### config.mk
export PLATFORM = sky130hd
export DESIGN_NAME = lc3_core
export DESIGN_NICKNAME = d
export VERILOG_FILES = /design/src/common/lc3_pkg.sv /design/src/control/lc3_microseq.sv /design/src/control/lc3_ctrl.sv /design/src/datapath/lc3_reg_file.sv /design/src/datapath/lc3_datapath.sv /design/src/verilog/lc3_core.sv
export VERILOG_INCLUDE_DIRS = /design/src /design/src/common
export SDC_FILE = /design/constraint.sdc
export NUM_CORES = 1
export LEC_CHECK = 0
export ABC_AREA = 1
export BUFFER_PORTS_ARGS = -buffer_cell sky130_fd_sc_hd__buf_2
export CORE_ASPECT_RATIO = 1.2
export CORE_MARGIN = 3
export CORE_UTILIZATION = 28
export DETAILED_ROUTE_END_ITERATION = 10
export PLACE_DENSITY = 0.42
export SLEW_MARGIN = 40
export SYNTH_ARGS = -nofsm -noshare
export SYNTH_HDL_FRONTEND = slang
export SYNTH_SLANG_ARGS = --single-unit
### constraint.sdc
create_clock -name clk -period 5.1 [get_ports clk]
set_input_delay 1.53 -clock clk [delete_from_list [all_inputs] [get_ports clk]]
set_output_delay 1.53 -clock clk [all_outputs]
set_load 0.02 [all_outputs]
### src/common/lc3_defs.svh
/*
 * LC-3 core global macros: word width, register count,
 * PC value after reset and the opcode field position
 */
`ifndef LC3_DEFS_SVH
`define LC3_DEFS_SVH

// data and address width
`define LC3_WORD_W 16

// general purpose registers R0..R7
`define LC3_NUM_REGS 8

// first instruction fetched after reset
`define LC3_RESET_PC 16'h3000

// opcode lives in IR[15:12]
`define LC3_OPC_HI 15
`define LC3_OPC_LO 12

`endif

### src/common/lc3_pkg.sv
/*
 * LC-3 shared types: machine word, register index, opcodes,
 * microstates (state-chart numbering), branch condition select,
 * mux encodings and the datapath control word
 */
`include "lc3_defs.svh"

package lc3_pkg;

    typedef logic [`LC3_WORD_W-1:0] word_t;
    typedef logic [$clog2(`LC3_NUM_REGS)-1:0] reg_idx_t;

    typedef enum logic [`LC3_OPC_HI-`LC3_OPC_LO:0] {
        OP_BR   = 4'd0,
        OP_ADD  = 4'd1,
        OP_LD   = 4'd2,
        OP_ST   = 4'd3,
        OP_JSR  = 4'd4,
        OP_AND  = 4'd5,
        OP_LDR  = 4'd6,
        OP_STR  = 4'd7,
        OP_RTI  = 4'd8,
        OP_NOT  = 4'd9,
        OP_LDI  = 4'd10,
        OP_STI  = 4'd11,
        OP_JMP  = 4'd12,
        OP_RSV  = 4'd13,
        OP_LEA  = 4'd14,
        OP_TRAP = 4'd15
    } opcode_t;

    // numbering follows the LC-3 state chart so that branch
    // conditions can be ORed into bits 2..0 of a target
    typedef enum logic [5:0] {
        S_BR       = 6'd0,   // states 0..15 are the opcode dispatch targets
        S_ADD      = 6'd1,
        S_LD       = 6'd2,
        S_ST       = 6'd3,
        S_JSR      = 6'd4,
        S_AND      = 6'd5,
        S_LDR      = 6'd6,
        S_STR      = 6'd7,
        S_RTI_NOP  = 6'd8,
        S_NOT      = 6'd9,
        S_LDI      = 6'd10,
        S_STI      = 6'd11,
        S_JMP      = 6'd12,
        S_RSV_NOP  = 6'd13,
        S_LEA      = 6'd14,
        S_TRAP_NOP = 6'd15,
        S_ST_WR    = 6'd16,
        S_FETCH1   = 6'd18,
        S_JSRR_PC  = 6'd20,
        S_JSR_PC   = 6'd21,
        S_BR_TAKEN = 6'd22,
        S_ST_MDR   = 6'd23,
        S_LDI_RD   = 6'd24,
        S_LD_RD    = 6'd25,
        S_LDI_MAR  = 6'd26,
        S_LD_WB    = 6'd27,
        S_STI_RD   = 6'd29,
        S_STI_MAR  = 6'd31,
        S_DECODE   = 6'd32,
        S_FETCH2   = 6'd33,
        S_FETCH3   = 6'd35
    } ustate_t;

    // which condition the microsequencer folds into the target
    typedef enum logic [1:0] {
        COND_NONE  = 2'd0,
        COND_READY = 2'd1,   // bit 1
        COND_BEN   = 2'd2,   // bit 2
        COND_IR11  = 2'd3    // bit 0
    } cond_t;

    typedef enum logic [1:0] {PC_INC, PC_BUS, PC_ADDER} pcmux_t;
    typedef enum logic [1:0] {A2_ZERO, A2_OFF6, A2_OFF9, A2_OFF11} addr2mux_t;
    typedef enum logic [1:0] {ALU_ADD, ALU_AND, ALU_NOT, ALU_PASS} aluk_t;

    typedef struct packed {
        logic      ld_ben;
        logic      ld_mar;
        logic      ld_mdr;
        logic      ld_ir;
        logic      ld_pc;
        logic      ld_reg;
        logic      ld_cc;
        logic      gate_marmux;  // address adder onto the bus
        logic      gate_mdr;
        logic      gate_alu;
        logic      gate_pc;
        pcmux_t    pcmux;
        logic      addr1mux;     // 0 PC, 1 SR1
        addr2mux_t addr2mux;
        logic      drmux;        // 0 IR[11:9], 1 R7
        logic      sr1mux;       // 0 IR[11:9], 1 IR[8:6]
        aluk_t     aluk;
        logic      mem_en;       // also selects memory as MDR source
        logic      mem_we;
    } ctrl_word_t;

endpackage

### src/control/lc3_microseq.sv
/*
 * LC-3 microsequencer: opcode dispatch on IRD, otherwise
 * the selected branch condition ORed into the target state
 */
`timescale 1ns/1ps

module lc3_microseq (
    input  lc3_pkg::ustate_t target,
    input  lc3_pkg::cond_t   cond_sel,
    input  logic             ird,
    input  logic             ready,
    input  logic             ben,
    input  logic             ir_11,
    output lc3_pkg::ustate_t next_state
);

    logic [5:0] j;

    always_comb begin
        j = target;
        case (cond_sel)
            lc3_pkg::COND_READY: j[1] = j[1] | ready;
            lc3_pkg::COND_BEN:   j[2] = j[2] | ben;
            lc3_pkg::COND_IR11:  j[0] = j[0] | ir_11;
            default:             j = target;
        endcase
        if (ird) begin
            // decode puts the opcode on the target, J = {00, IR[15:12]}
            next_state = lc3_pkg::ustate_t'({2'b00, target[3:0]});
        end else begin
            next_state = lc3_pkg::ustate_t'(j);
        end
    end

endmodule

### src/control/lc3_ctrl.sv
/*
 * LC-3 control unit: microstate register, microcode ROM
 * (control word, target state, condition select per state)
 * and the microsequencer instance
 */
`timescale 1ns/1ps
`include "lc3_defs.svh"

module lc3_ctrl (
    input  logic                clk,
    input  logic                reset,
    input  lc3_pkg::word_t      ir,
    input  logic                ben,
    input  logic                mem_ready,
    output lc3_pkg::ctrl_word_t ctrl,
    output logic                mem_en,
    output logic                mem_we
);

    lc3_pkg::ustate_t    state;
    lc3_pkg::ustate_t    next_state;
    lc3_pkg::ustate_t    target;
    lc3_pkg::cond_t      cond_sel;
    lc3_pkg::ctrl_word_t rom_cw;
    lc3_pkg::opcode_t    opcode;
    logic                ird;

    assign opcode = lc3_pkg::opcode_t'(ir[`LC3_OPC_HI:`LC3_OPC_LO]);

    always_ff @(posedge clk) begin
        if (reset) begin
            state <= lc3_pkg::S_FETCH1;
        end else begin
            state <= next_state;
        end
    end

    // microcode ROM, everything defaults to idle and back to fetch
    always_comb begin
        rom_cw   = '0;
        target   = lc3_pkg::S_FETCH1;
        cond_sel = lc3_pkg::COND_NONE;
        ird      = 1'b0;
        case (state)
            lc3_pkg::S_FETCH1: begin    // MAR <- PC, PC <- PC+1
                rom_cw.gate_pc = 1'b1;
                rom_cw.ld_mar  = 1'b1;
                rom_cw.ld_pc   = 1'b1;
                rom_cw.pcmux   = lc3_pkg::PC_INC;
                target         = lc3_pkg::S_FETCH2;
            end
            lc3_pkg::S_FETCH2, lc3_pkg::S_LDI_RD, lc3_pkg::S_LD_RD,
            lc3_pkg::S_STI_RD: begin
                // MDR <- M[MAR], spin until ready sets bit 1
                rom_cw.mem_en = 1'b1;
                rom_cw.ld_mdr = 1'b1;
                target        = state;
                cond_sel      = lc3_pkg::COND_READY;
            end
            lc3_pkg::S_FETCH3: begin
                rom_cw.gate_mdr = 1'b1;
                rom_cw.ld_ir    = 1'b1;
                target          = lc3_pkg::S_DECODE;
            end
            lc3_pkg::S_DECODE: begin    // BEN latch, opcode dispatch
                rom_cw.ld_ben = 1'b1;
                ird           = 1'b1;
                target        = lc3_pkg::ustate_t'({2'b00, opcode});
            end
            lc3_pkg::S_ADD, lc3_pkg::S_AND, lc3_pkg::S_NOT: begin
                rom_cw.gate_alu = 1'b1;
                rom_cw.ld_reg   = 1'b1;
                rom_cw.ld_cc    = 1'b1;
                rom_cw.sr1mux   = 1'b1;
                rom_cw.aluk     = (state == lc3_pkg::S_ADD) ? lc3_pkg::ALU_ADD :
                                  (state == lc3_pkg::S_AND) ? lc3_pkg::ALU_AND :
                                                              lc3_pkg::ALU_NOT;
            end
            lc3_pkg::S_LEA: begin       // no CC update on LEA
                rom_cw.gate_marmux = 1'b1;
                rom_cw.ld_reg      = 1'b1;
                rom_cw.addr2mux    = lc3_pkg::A2_OFF9;
            end
            lc3_pkg::S_LD, lc3_pkg::S_LDI, lc3_pkg::S_ST, lc3_pkg::S_STI: begin
                rom_cw.gate_marmux = 1'b1;   // MAR <- PC + off9
                rom_cw.ld_mar      = 1'b1;
                rom_cw.addr2mux    = lc3_pkg::A2_OFF9;
                target = (state == lc3_pkg::S_LD)  ? lc3_pkg::S_LD_RD  :
                         (state == lc3_pkg::S_LDI) ? lc3_pkg::S_LDI_RD :
                         (state == lc3_pkg::S_STI) ? lc3_pkg::S_STI_RD :
                                                     lc3_pkg::S_ST_MDR;
            end
            lc3_pkg::S_LDR, lc3_pkg::S_STR: begin
                rom_cw.gate_marmux = 1'b1;   // MAR <- BaseR + off6
                rom_cw.ld_mar      = 1'b1;
                rom_cw.addr1mux    = 1'b1;
                rom_cw.sr1mux      = 1'b1;
                rom_cw.addr2mux    = lc3_pkg::A2_OFF6;
                target = (state == lc3_pkg::S_LDR) ? lc3_pkg::S_LD_RD : lc3_pkg::S_ST_MDR;
            end
            lc3_pkg::S_LDI_MAR, lc3_pkg::S_STI_MAR: begin
                rom_cw.gate_mdr = 1'b1;       // pointer into MAR
                rom_cw.ld_mar   = 1'b1;
                target = (state == lc3_pkg::S_LDI_MAR) ? lc3_pkg::S_LD_RD : lc3_pkg::S_ST_MDR;
            end
            lc3_pkg::S_LD_WB: begin
                rom_cw.gate_mdr = 1'b1;
                rom_cw.ld_reg   = 1'b1;
                rom_cw.ld_cc    = 1'b1;
            end
            lc3_pkg::S_ST_MDR: begin          // MDR <- SR via ALU pass
                rom_cw.gate_alu = 1'b1;
                rom_cw.ld_mdr   = 1'b1;
                rom_cw.aluk     = lc3_pkg::ALU_PASS;
                target          = lc3_pkg::S_ST_WR;
            end
            lc3_pkg::S_ST_WR: begin           // 16 | ready -> 18
                rom_cw.mem_en = 1'b1;
                rom_cw.mem_we = 1'b1;
                target        = lc3_pkg::S_ST_WR;
                cond_sel      = lc3_pkg::COND_READY;
            end
            lc3_pkg::S_BR: begin              // 18 | BEN -> 22
                cond_sel = lc3_pkg::COND_BEN;
            end
            lc3_pkg::S_JSR: begin             // R7 <- PC, 20 | IR[11] -> 21
                rom_cw.gate_pc = 1'b1;
                rom_cw.ld_reg  = 1'b1;
                rom_cw.drmux   = 1'b1;
                target         = lc3_pkg::S_JSRR_PC;
                cond_sel       = lc3_pkg::COND_IR11;
            end
            lc3_pkg::S_JMP, lc3_pkg::S_JSRR_PC: begin
                rom_cw.ld_pc    = 1'b1;       // PC <- BaseR + 0
                rom_cw.pcmux    = lc3_pkg::PC_ADDER;
                rom_cw.addr1mux = 1'b1;
                rom_cw.sr1mux   = 1'b1;
            end
            lc3_pkg::S_JSR_PC, lc3_pkg::S_BR_TAKEN: begin
                rom_cw.ld_pc    = 1'b1;
                rom_cw.pcmux    = lc3_pkg::PC_ADDER;
                rom_cw.addr2mux = (state == lc3_pkg::S_JSR_PC) ? lc3_pkg::A2_OFF11 :
                                                                 lc3_pkg::A2_OFF9;
            end
            default: begin
                // RTI, TRAP and reserved fall through as no-ops
            end
        endcase
    end

    always_comb begin
        ctrl        = rom_cw;
        ctrl.ld_mdr = rom_cw.ld_mdr & (~rom_cw.mem_en | mem_ready);  // read data only on ready
    end

    assign mem_en = rom_cw.mem_en;
    assign mem_we = rom_cw.mem_we;

    lc3_microseq i_microseq (
        .target     (target),
        .cond_sel   (cond_sel),
        .ird        (ird),
        .ready      (mem_ready),
        .ben        (ben),
        .ir_11      (ir[11]),
        .next_state (next_state)
    );

endmodule

### src/datapath/lc3_reg_file.sv
/*
 * LC-3 register file R0..R7, one write port, two read ports
 */
`timescale 1ns/1ps
`include "lc3_defs.svh"

module lc3_reg_file (
    input  logic              clk,
    input  logic              reset,
    input  logic              we,
    input  lc3_pkg::reg_idx_t dr,
    input  lc3_pkg::word_t    wdata,
    input  lc3_pkg::reg_idx_t sr1,
    input  lc3_pkg::reg_idx_t sr2,
    output lc3_pkg::word_t    sr1_data,
    output lc3_pkg::word_t    sr2_data
);

    lc3_pkg::word_t regs [`LC3_NUM_REGS];

    always_ff @(posedge clk) begin
        if (reset) begin
            for (int i = 0; i < `LC3_NUM_REGS; i++) begin
                regs[i] <= '0;
            end
        end else if (we) begin
            regs[dr] <= wdata;
        end
    end

    assign sr1_data = regs[sr1];   // read is combinational
    assign sr2_data = regs[sr2];

endmodule

### src/datapath/lc3_datapath.sv
/*
 * LC-3 datapath with IR, PC, MAR, MDR, condition codes and BEN,
 * address adder, ALU, PC and register-number muxes and the internal bus
 */
`timescale 1ns/1ps
`include "lc3_defs.svh"

module lc3_datapath (
    input  logic                clk,
    input  logic                reset,
    input  lc3_pkg::ctrl_word_t ctrl,
    input  lc3_pkg::word_t      mem_rdata,
    output lc3_pkg::word_t      ir,
    output logic                ben,
    output lc3_pkg::word_t      mem_addr,
    output lc3_pkg::word_t      mem_wdata
);

    lc3_pkg::word_t   pc;
    lc3_pkg::word_t   mar;
    lc3_pkg::word_t   mdr;
    lc3_pkg::word_t   bus;
    lc3_pkg::word_t   pc_next;
    lc3_pkg::word_t   addr1;
    lc3_pkg::word_t   addr2;
    lc3_pkg::word_t   adder_out;
    lc3_pkg::word_t   alu_b;
    lc3_pkg::word_t   alu_out;
    lc3_pkg::word_t   sr1_data;
    lc3_pkg::word_t   sr2_data;
    lc3_pkg::reg_idx_t dr;
    lc3_pkg::reg_idx_t sr1;
    logic [2:0]       nzp;
    logic             bus_neg;
    logic             bus_zero;

    assign dr  = ctrl.drmux  ? 3'd7 : ir[11:9];
    assign sr1 = ctrl.sr1mux ? ir[8:6] : ir[11:9];

    // address adder with offsets sign-extended by the cast
    assign addr1 = ctrl.addr1mux ? sr1_data : pc;
    always_comb begin
        case (ctrl.addr2mux)
            lc3_pkg::A2_OFF6:  addr2 = lc3_pkg::word_t'($signed(ir[5:0]));
            lc3_pkg::A2_OFF9:  addr2 = lc3_pkg::word_t'($signed(ir[8:0]));
            lc3_pkg::A2_OFF11: addr2 = lc3_pkg::word_t'($signed(ir[10:0]));
            default:           addr2 = '0;
        endcase
    end
    assign adder_out = addr1 + addr2;

    // imm5 form when IR[5] set
    assign alu_b = ir[5] ? lc3_pkg::word_t'($signed(ir[4:0])) : sr2_data;

    always_comb begin
        case (ctrl.aluk)
            lc3_pkg::ALU_ADD: alu_out = sr1_data + alu_b;
            lc3_pkg::ALU_AND: alu_out = sr1_data & alu_b;
            lc3_pkg::ALU_NOT: alu_out = ~sr1_data;
            default:          alu_out = sr1_data;
        endcase
    end

    // at most one gate is on per state
    always_comb begin
        if (ctrl.gate_pc) begin
            bus = pc;
        end else if (ctrl.gate_mdr) begin
            bus = mdr;
        end else if (ctrl.gate_alu) begin
            bus = alu_out;
        end else if (ctrl.gate_marmux) begin
            bus = adder_out;
        end else begin
            bus = '0;
        end
    end

    always_comb begin
        case (ctrl.pcmux)
            lc3_pkg::PC_ADDER: pc_next = adder_out;
            default:           pc_next = pc + 1'b1;
        endcase
    end

    assign bus_neg  = bus[`LC3_WORD_W-1];
    assign bus_zero = (bus == '0);

    always_ff @(posedge clk) begin
        if (reset) begin
            ir  <= '0;
            pc  <= `LC3_RESET_PC;
            mar <= '0;
            mdr <= '0;
            nzp <= 3'b010;      // Z after reset
            ben <= 1'b0;
        end else begin
            if (ctrl.ld_ir) ir <= bus;
            if (ctrl.ld_pc) pc <= pc_next;
            if (ctrl.ld_mar) mar <= bus;
            if (ctrl.ld_mdr) mdr <= ctrl.mem_en ? mem_rdata : bus;
            if (ctrl.ld_cc) nzp <= {bus_neg, bus_zero, ~bus_neg & ~bus_zero};
            if (ctrl.ld_ben) ben <= |(ir[11:9] & nzp);
        end
    end

    assign mem_addr  = mar;
    assign mem_wdata = mdr;

    lc3_reg_file i_reg_file (
        .clk      (clk),
        .reset    (reset),
        .we       (ctrl.ld_reg),
        .dr       (dr),
        .wdata    (bus),
        .sr1      (sr1),
        .sr2      (ir[2:0]),
        .sr1_data (sr1_data),
        .sr2_data (sr2_data)
    );

endmodule

### src/verilog/lc3_core.sv
/*
 * LC-3 core top level: control unit and datapath joined,
 * plain strobe port to an external memory
 */
`timescale 1ns/1ps

module lc3_core (
    input  logic           clk,
    input  logic           reset,
    output logic           mem_en,
    output logic           mem_we,
    output lc3_pkg::word_t mem_addr,
    output lc3_pkg::word_t mem_wdata,
    input  lc3_pkg::word_t mem_rdata,
    input  logic           mem_ready
);

    lc3_pkg::ctrl_word_t ctrl;
    lc3_pkg::word_t      ir;
    logic                ben;

    lc3_ctrl i_ctrl (
        .clk       (clk),
        .reset     (reset),
        .ir        (ir),
        .ben       (ben),
        .mem_ready (mem_ready),
        .ctrl      (ctrl),
        .mem_en    (mem_en),
        .mem_we    (mem_we)
    );

    lc3_datapath i_datapath (
        .clk       (clk),
        .reset     (reset),
        .ctrl      (ctrl),
        .mem_rdata (mem_rdata),
        .ir        (ir),
        .ben       (ben),
        .mem_addr  (mem_addr),
        .mem_wdata (mem_wdata)
    );

endmodule

# After elaboration in Yosys (flattened, before gate mapping)
# Memories as Yosys holds them, arrays and structs flattened. A register that Yosys moved wholly into a read port is not among the register bits.
# Index checks and enable logic that the tools add are counted.
# totals
regBits,74
ramBits,128
inputBits,19
out_inout_bits,34
wordCells,144
n_memories,1
# mem_list
name,depth,width,read_ports,rd_clocked_by_memory_dff,write_ports,line,text
i_datapath.i_reg_file.regs,8,16,2,1,8,lc3_reg_file.sv:19,lc3_pkg::word_t regs [`LC3_NUM_REGS];
# classes
addsub,3
n_eq_ne,37
mux,55
n_bitwise,12
n_reduce_logical,27
# ops
operator,n
$mux W16,9
$pmux W16 S3,2
$eq A6 B5 Y1 const B,12
$pmux W6 S9,1
$add A16 B16 Y16,2
$eq A6 B4 Y1 const B,5
$reduce_or A4 Y1,7
$mux W1,26
$eq A6 B3 Y1 const B,4
$reduce_or A5 Y1,4
$eq A6 B6 Y1 const B,3
$add A16 B1 Y16 const B,1
$and A16 B16 Y16,1
$logic_not A16 Y1,1
$not A16 Y16,1
$reduce_or A16 Y1,1
$mux W3,5
$reduce_or A7 Y1,2
$eq A2 B2 Y1 const B,6
$eq A6 B2 Y1 const B,2
$mux W4,3
$mux W6,2
$pmux W2 S3,2
$reduce_or A2 Y1,6
other kinds (15),26

# Logic depth before layout (Yosys ltp)
# An unclocked memory read counts as a cell.
# logic_depth
word_depth,14
depth_mapped,36
mapped_depth_nobuf,35

# Modules after synthesis
# A second synthesis with hierarchy kept.
# unflattened
hier_cells,2329
hier_area_um2,14846.7
# by_module_without_submodules
module,n_inst,cells_each,area_per_inst_um2,seq_area_each_um2
lc3_reg_file,1,1032,7532.2,3843.7
lc3_datapath,1,1140,6515.0,1361.3
lc3_ctrl,1,134,706.9,120.1
lc3_microseq,1,23,92.6,0.0

# Worst setup path before layout
# Ideal clock, no wire load.
# synth_timing
kind,register -> register
startpoint,register i_ctrl.state[4]
endpoint,"memory i_datapath.i_reg_file.regs[7][14] (netlist bit), data pin"
setup_time_ns,0.250
arrival_time_ns,4.051
t_required_ns,4.850
setup_slack_ns,0.799
path_stages_with_launch,34
path_buffers,1
period_less_slack_ns,4.301
path_cell_list,dfxtp_1 inv_1 nor2_1 nand2_1 nand2_2 nand2_4 nand3_4 inv_2 o21ai_4 inv_2 buf_6 nand3_1 nand2_1 ha_1 fa_1 nand2_1 inv_1 o21ai_0 nand2_1 nand2_1 nand3_1 a21oi_1 o21ai_0 nand2_1 nand2_1 a21oi_1 xor2_1 o21bai_1 nand3_1 nand3_1 nor2_2 inv_1 nand2_1 inv_1
# synth_lines
item,line,text
from (decl),lc3_ctrl.sv:20,lc3_pkg::ustate_t state;
from (signal assigned),lc3_ctrl.sv:32,state <= lc3_pkg::S_FETCH1;
from (signal assigned),lc3_ctrl.sv:34,state <= next_state;
to (decl),lc3_reg_file.sv:19,

# Worst setup path in the final report
# layout_timing
startpoint,register i_ctrl.state[2]
endpoint,register i_datapath.nzp[0]
# layout_between
elab_chain_len,14
elab_cells_between_ends,67
cone_classes,2 x add/sub; 26 x eq/ne; 20 x mux; 5 x bitwise; 13 x reduce/logical; 1 x memory
# layout_lines
item,line,text
"$eq A6 B4 Y1, or another cell as far along",lc3_ctrl.sv:44,case (state)
$reduce_or A7 Y1 (no line),n/a,
$mux W1,lc3_ctrl.sv:44,
$mux W3,lc3_datapath.sv:38,assign sr1 = ctrl.sr1mux ? ir[8:6] : ir[11:9];
$mem_v2 Z8 W16,n/a,
$mux W16,lc3_datapath.sv:41,assign addr1 = ctrl.addr1mux ? sr1_data : pc;
$add A16 B16 Y16,lc3_datapath.sv:50,assign adder_out = addr1 + addr2;
$mux W16,lc3_datapath.sv:72,end else if (ctrl.gate_marmux) begin
$mux W16,lc3_datapath.sv:70,end else if (ctrl.gate_alu) begin
$mux W16,lc3_datapath.sv:68,end else if (ctrl.gate_mdr) begin
$mux W16,lc3_datapath.sv:66,if (ctrl.gate_pc) begin
$logic_not A16 Y1,lc3_datapath.sv:87,assign bus_zero = (bus == '0);
$not A1 Y1,lc3_datapath.sv:102,"if (ctrl.ld_cc) nzp <= {bus_neg, bus_zero, ~bus_neg & ~bus_zero};"
$and A1 B1 Y1,lc3_datapath.sv:102,
to (signal assigned),lc3_datapath.sv:102,
to (decl),lc3_datapath.sv:33,logic [2:0] nzp;
# Parallel ways exist; a longest one is shown, timed or not.
# A chain may end at the register's enable or synchronous reset.

==> summary.md <==
| Metric | Value |
|---|---|
| Status | `completed` |
| Inserted Clock Buffers | `25` |
| Library cells used by synthesis | `56` |
| Die Height | `between 200 and 250 microns` |
| Largest net degree at the start of global routing | `71` |
| Buf/Inv on CP | `6` |
| # IOs | `53` |
| Critical path type | `flop to flop` |
| Largest family of logic cells by synthesized area | `simple AND/OR/NAND/NOR gates` |
| Die area | `51,400 sq um` |
| Fin worst setup slack | `0.300 ns` |
| DR WL/cell | `21.0 microns` |
| Slowest cell delay on critical path | `0.36 ns` |
| VDD IR max | `around 0.25 mV` |
| Post-placement cell count | `2,618` |
| XOR/XNOR Fraction of Synth Area | `1.09%` |
| FMAX | `208 MHz` |
| Warnings from Yosys | `0` |
| Number of synthesized register bits | `205` |
| R2r startpoint | `i_ctrl.state[2]$_SDFF_PP0_` |
| Area Overhead vs Synth | `19.3%` |
| Worst-path fanout max | `8` |
| Synthesized net count | `2,004` |
| Worst Max-Slew Pin Slew | `0.806 ns` |
| Vias in the first global route | `13,100` |
| DRC | `0` |
| Finished Layout Cells | `approximately 2,700` |
| Compound-Gate Fraction of Synth Area | `14.6%` |
| Vias post-DR | `13,500` |
| Most common cell in the synthesized netlist | `nand2_1` |
| WL final | `56.3 mm` |
| Htree depth | `1` |
| Max cap viols | `0` |
| Detailed placer's ending HPWL | `38.9 mm` |
| Rel. slew slack | `46.2%` |
| Setup TNS | `0 ns` |
| Leakage | `approximately 8.0 nW` |
| Final max-slew violation count | `0` |
| Top cell type's share of synthesized area | `28.2%` |
| Tmin final | `4.80 ns` |
| Setup crit start | `i_ctrl.state[2]$_SDFF_PP0_` |
| Multiplexer share of the synthesized area | `0%` |
| Setup Skew | `0.0225 ns` |
| Clock transition at path regs | `around 0.06 ns` |
| Initial antenna violation count | `0` |
| Hold path start | `i_datapath.nzp[0]$_SDFFE_PP0P_` |
| Max Buffers Root-to-Sink | `3` |
| DR iter-0 viols | `1,118` |
| Avg Inst Size Synth | `6.98 sq um` |
| Port bufs | `52` |
| Most frequent cells after synthesis | `nand2_1 (623), inv_1 (296), nand3_1 (180)` |
| Worst min path class | `flop to flop` |
| Post-synthesis simple-gate area fraction | `30.3%` |
| Rows | `87` |
| DIE WIDTH | `around 210 microns` |
| DP Worst Slack | `0.0541 ns` |
| Synth area leaders | `edfxtp_1 (28%), nand2_1 (17%), dfxtp_1 (11%)` |
| Startpoint types | `flop` |
| Seq/Total Area, Yosys | `39.5%` |
| Root Buffer | `clkbuf_16` |
| Critical Path End Type | `flop` |
| Core Region | `47,600 sq um` |
| Largest area contributor in the netlist | `edfxtp_1` |
| Starting Density | `28.6%` |
| Synth Area in Adders | `3.14%` |
| Post-placement cell area | `15,000 sq um` |
| Grt ovf | `0` |
| Antenna fix cells | `0` |
| Routed Antenna Nets | `0` |
| CTS Sinks | `205` |
| DR pass1 iterations | `6` |
| Gr usage total | `a little over a fifth` |
| Pwr/cell area | `approximately 390 nW/um^2` |
| CP max-delay cell | `dfxtp_2` |
| Fin crit share | `94.1%` |
| Asr flop ratio synth | `0%` |
| Design Area, Final | `16,300 sq um` |
| Hold Slack | `0.477 ns` |
| Cell family with most CP delay | `simple AND/OR/NAND/NOR gates` |
| CTS tree | `done` |
| Latest clock arrival within the worst-skew pair | `0.57 ns` |
| Setup-failing EPs final | `0` |
| Hold buffers post-CTS | `0` |
| Layout cells sized above 1 | `13.5%` |
| Cell area after synthesis | `between 10,000 and 15,000 sq um` |
| Average vias per placed instance | `5.04` |
| Synth Flop Type | `edfxtp_1` |
| Hold Fails Final Rpt | `0` |
| First-pass GRT wire length | `~83 mm` |
| CP most frequent cell | `nand2_1` |
| Fin nets | `2,091` |
| EDFF count, synth | `approximately 130` |
| Crit path arrival time | `roughly 5.2 ns` |
| Final GP Congestion | `0.891` |
| Mapped Cells | `~2,000` |
| WP data required | `approximately 5.5 ns` |
==> per-stage QoR <==
| stage | power [mW] | util [%] |
|---|---|---|
| floorplan | 3.42 | - |
| global placement | 4.32 | 31.5 |
| detailed placement | 4.32 | 31.5 |
| CTS | 6.24 | 33.2 |
| global route | 6.65 | 34.2 |
| finish | 6.28 | 34.2 |
==> kinds of logic (layout without fill, tap and decap cells) <==
kind of cell,Yosys count,after routing
AOI/OAI and AO/OA,343,343
xor gates and xnor gates,17,17
adders and majority gates,33,33
buffers and inverters,390,493
DFF,205,205
and+or+nand+nor,964,966
==> timing repair <==
action / in CTS / in global routing
endpoints found under the hold margin: 0 / 0
gates resized for setup: 0 / 55
endpoints found under the setup margin: 0 / 91
buffers inserted: 0 / 12
==> power by group <==
part	leakage, nW	switching, mW	internal, mW	total, mW
Sequential	1.95	0.0955	1.90	1.99
Clock	0.410	0.796	1.11	1.90
Combinational	5.60	1.64	0.752	2.39
Total	7.96	2.53	3.76	6.28
==> layout make-up <==
class / instances / area (sq um)
clock buffers: 27 / 633
clock inverters: 18 / 216
fillers: 5064 / 31300
inverters: 303 / 1140
multi-input cells: 1359 / 6950
flip-flops and latches: 205 / 5390
well taps: 623 / 779
repair buffers: 145 / 1150
==> registers in the layout, summed over array words and instances, names as in the netlist, named ones only <==
register / flops
i_ctrl.state: 6
i_datapath.nzp: 3
i_datapath.ben: 1
i_datapath.pc: 16
i_datapath.mem_addr: 16
i_datapath.mem_wdata: 16
i_datapath.ir: 16
i_datapath.i_reg_file.regs: 128
==> worst min-delay path: cells and delay by family (launching register included) <==
family	cells	cell delay, ns
flip-flops	1	0.31
AND/OR/NAND/NOR	1	0.06
AO/OA/AOI/OAI	1	0.06
==> per-layer routing <==
metal	GRT usage, %	share of wire [%]
met1	27.3	43
met2	37.3	49
met3	1.73	4.9
met4	6.75	3.4
met5	0	0
==> layout by cell type, fill, tap and decap left out, types with 5 or more instances in the layout <==
cell type / Yosys / layout
a22oi_1: 9 / 9
inv_2: 6 / 6
edfxtp_1: 128 / 128
dfxtp_1: 77 / 72
buf_4: 8 / 79
nor2_2: 11 / 9
clkbuf_16: 0 / 28
nand2_1: 623 / 618
a211oi_1: 8 / 8
ha_1: 31 / 29
dfxtp_2: 0 / 5
nand3_1: 180 / 168
nand4_1: 10 / 10
nand3_2: 5 / 17
inv_1: 296 / 294
xor2_1: 16 / 16
nor4_1: 8 / 6
nand3b_1: 5 / 5
o21ai_1: 3 / 7
clkinv_2: 0 / 5
o21ai_2: 4 / 9
a31oi_1: 9 / 9
nor2_1: 82 / 81
a221oi_1: 12 / 12
nor3_1: 16 / 15
o21ai_0: 93 / 82
buf_2: 11 / 51
or2_2: 5 / 5
buf_12: 0 / 10
nand2_8: 0 / 5
o211ai_1: 17 / 17
a21oi_1: 155 / 151
nand2_2: 2 / 7
o31ai_1: 13 / 13
==> worst paths after layout <==
check	slack, ns	endpoint	cells after the start
worst min register to register	0.48	i_datapath.nzp[0]$_SDFFE_PP0P_	2
worst min-delay path	0.48	i_datapath.nzp[0]$_SDFFE_PP0P_	2
worst max-delay path	0.30	i_datapath.nzp[0]$_SDFFE_PP0P_	36
worst max register to register	0.30	i_datapath.nzp[0]$_SDFFE_PP0P_	36
Power figures use the tool's default switching activity.
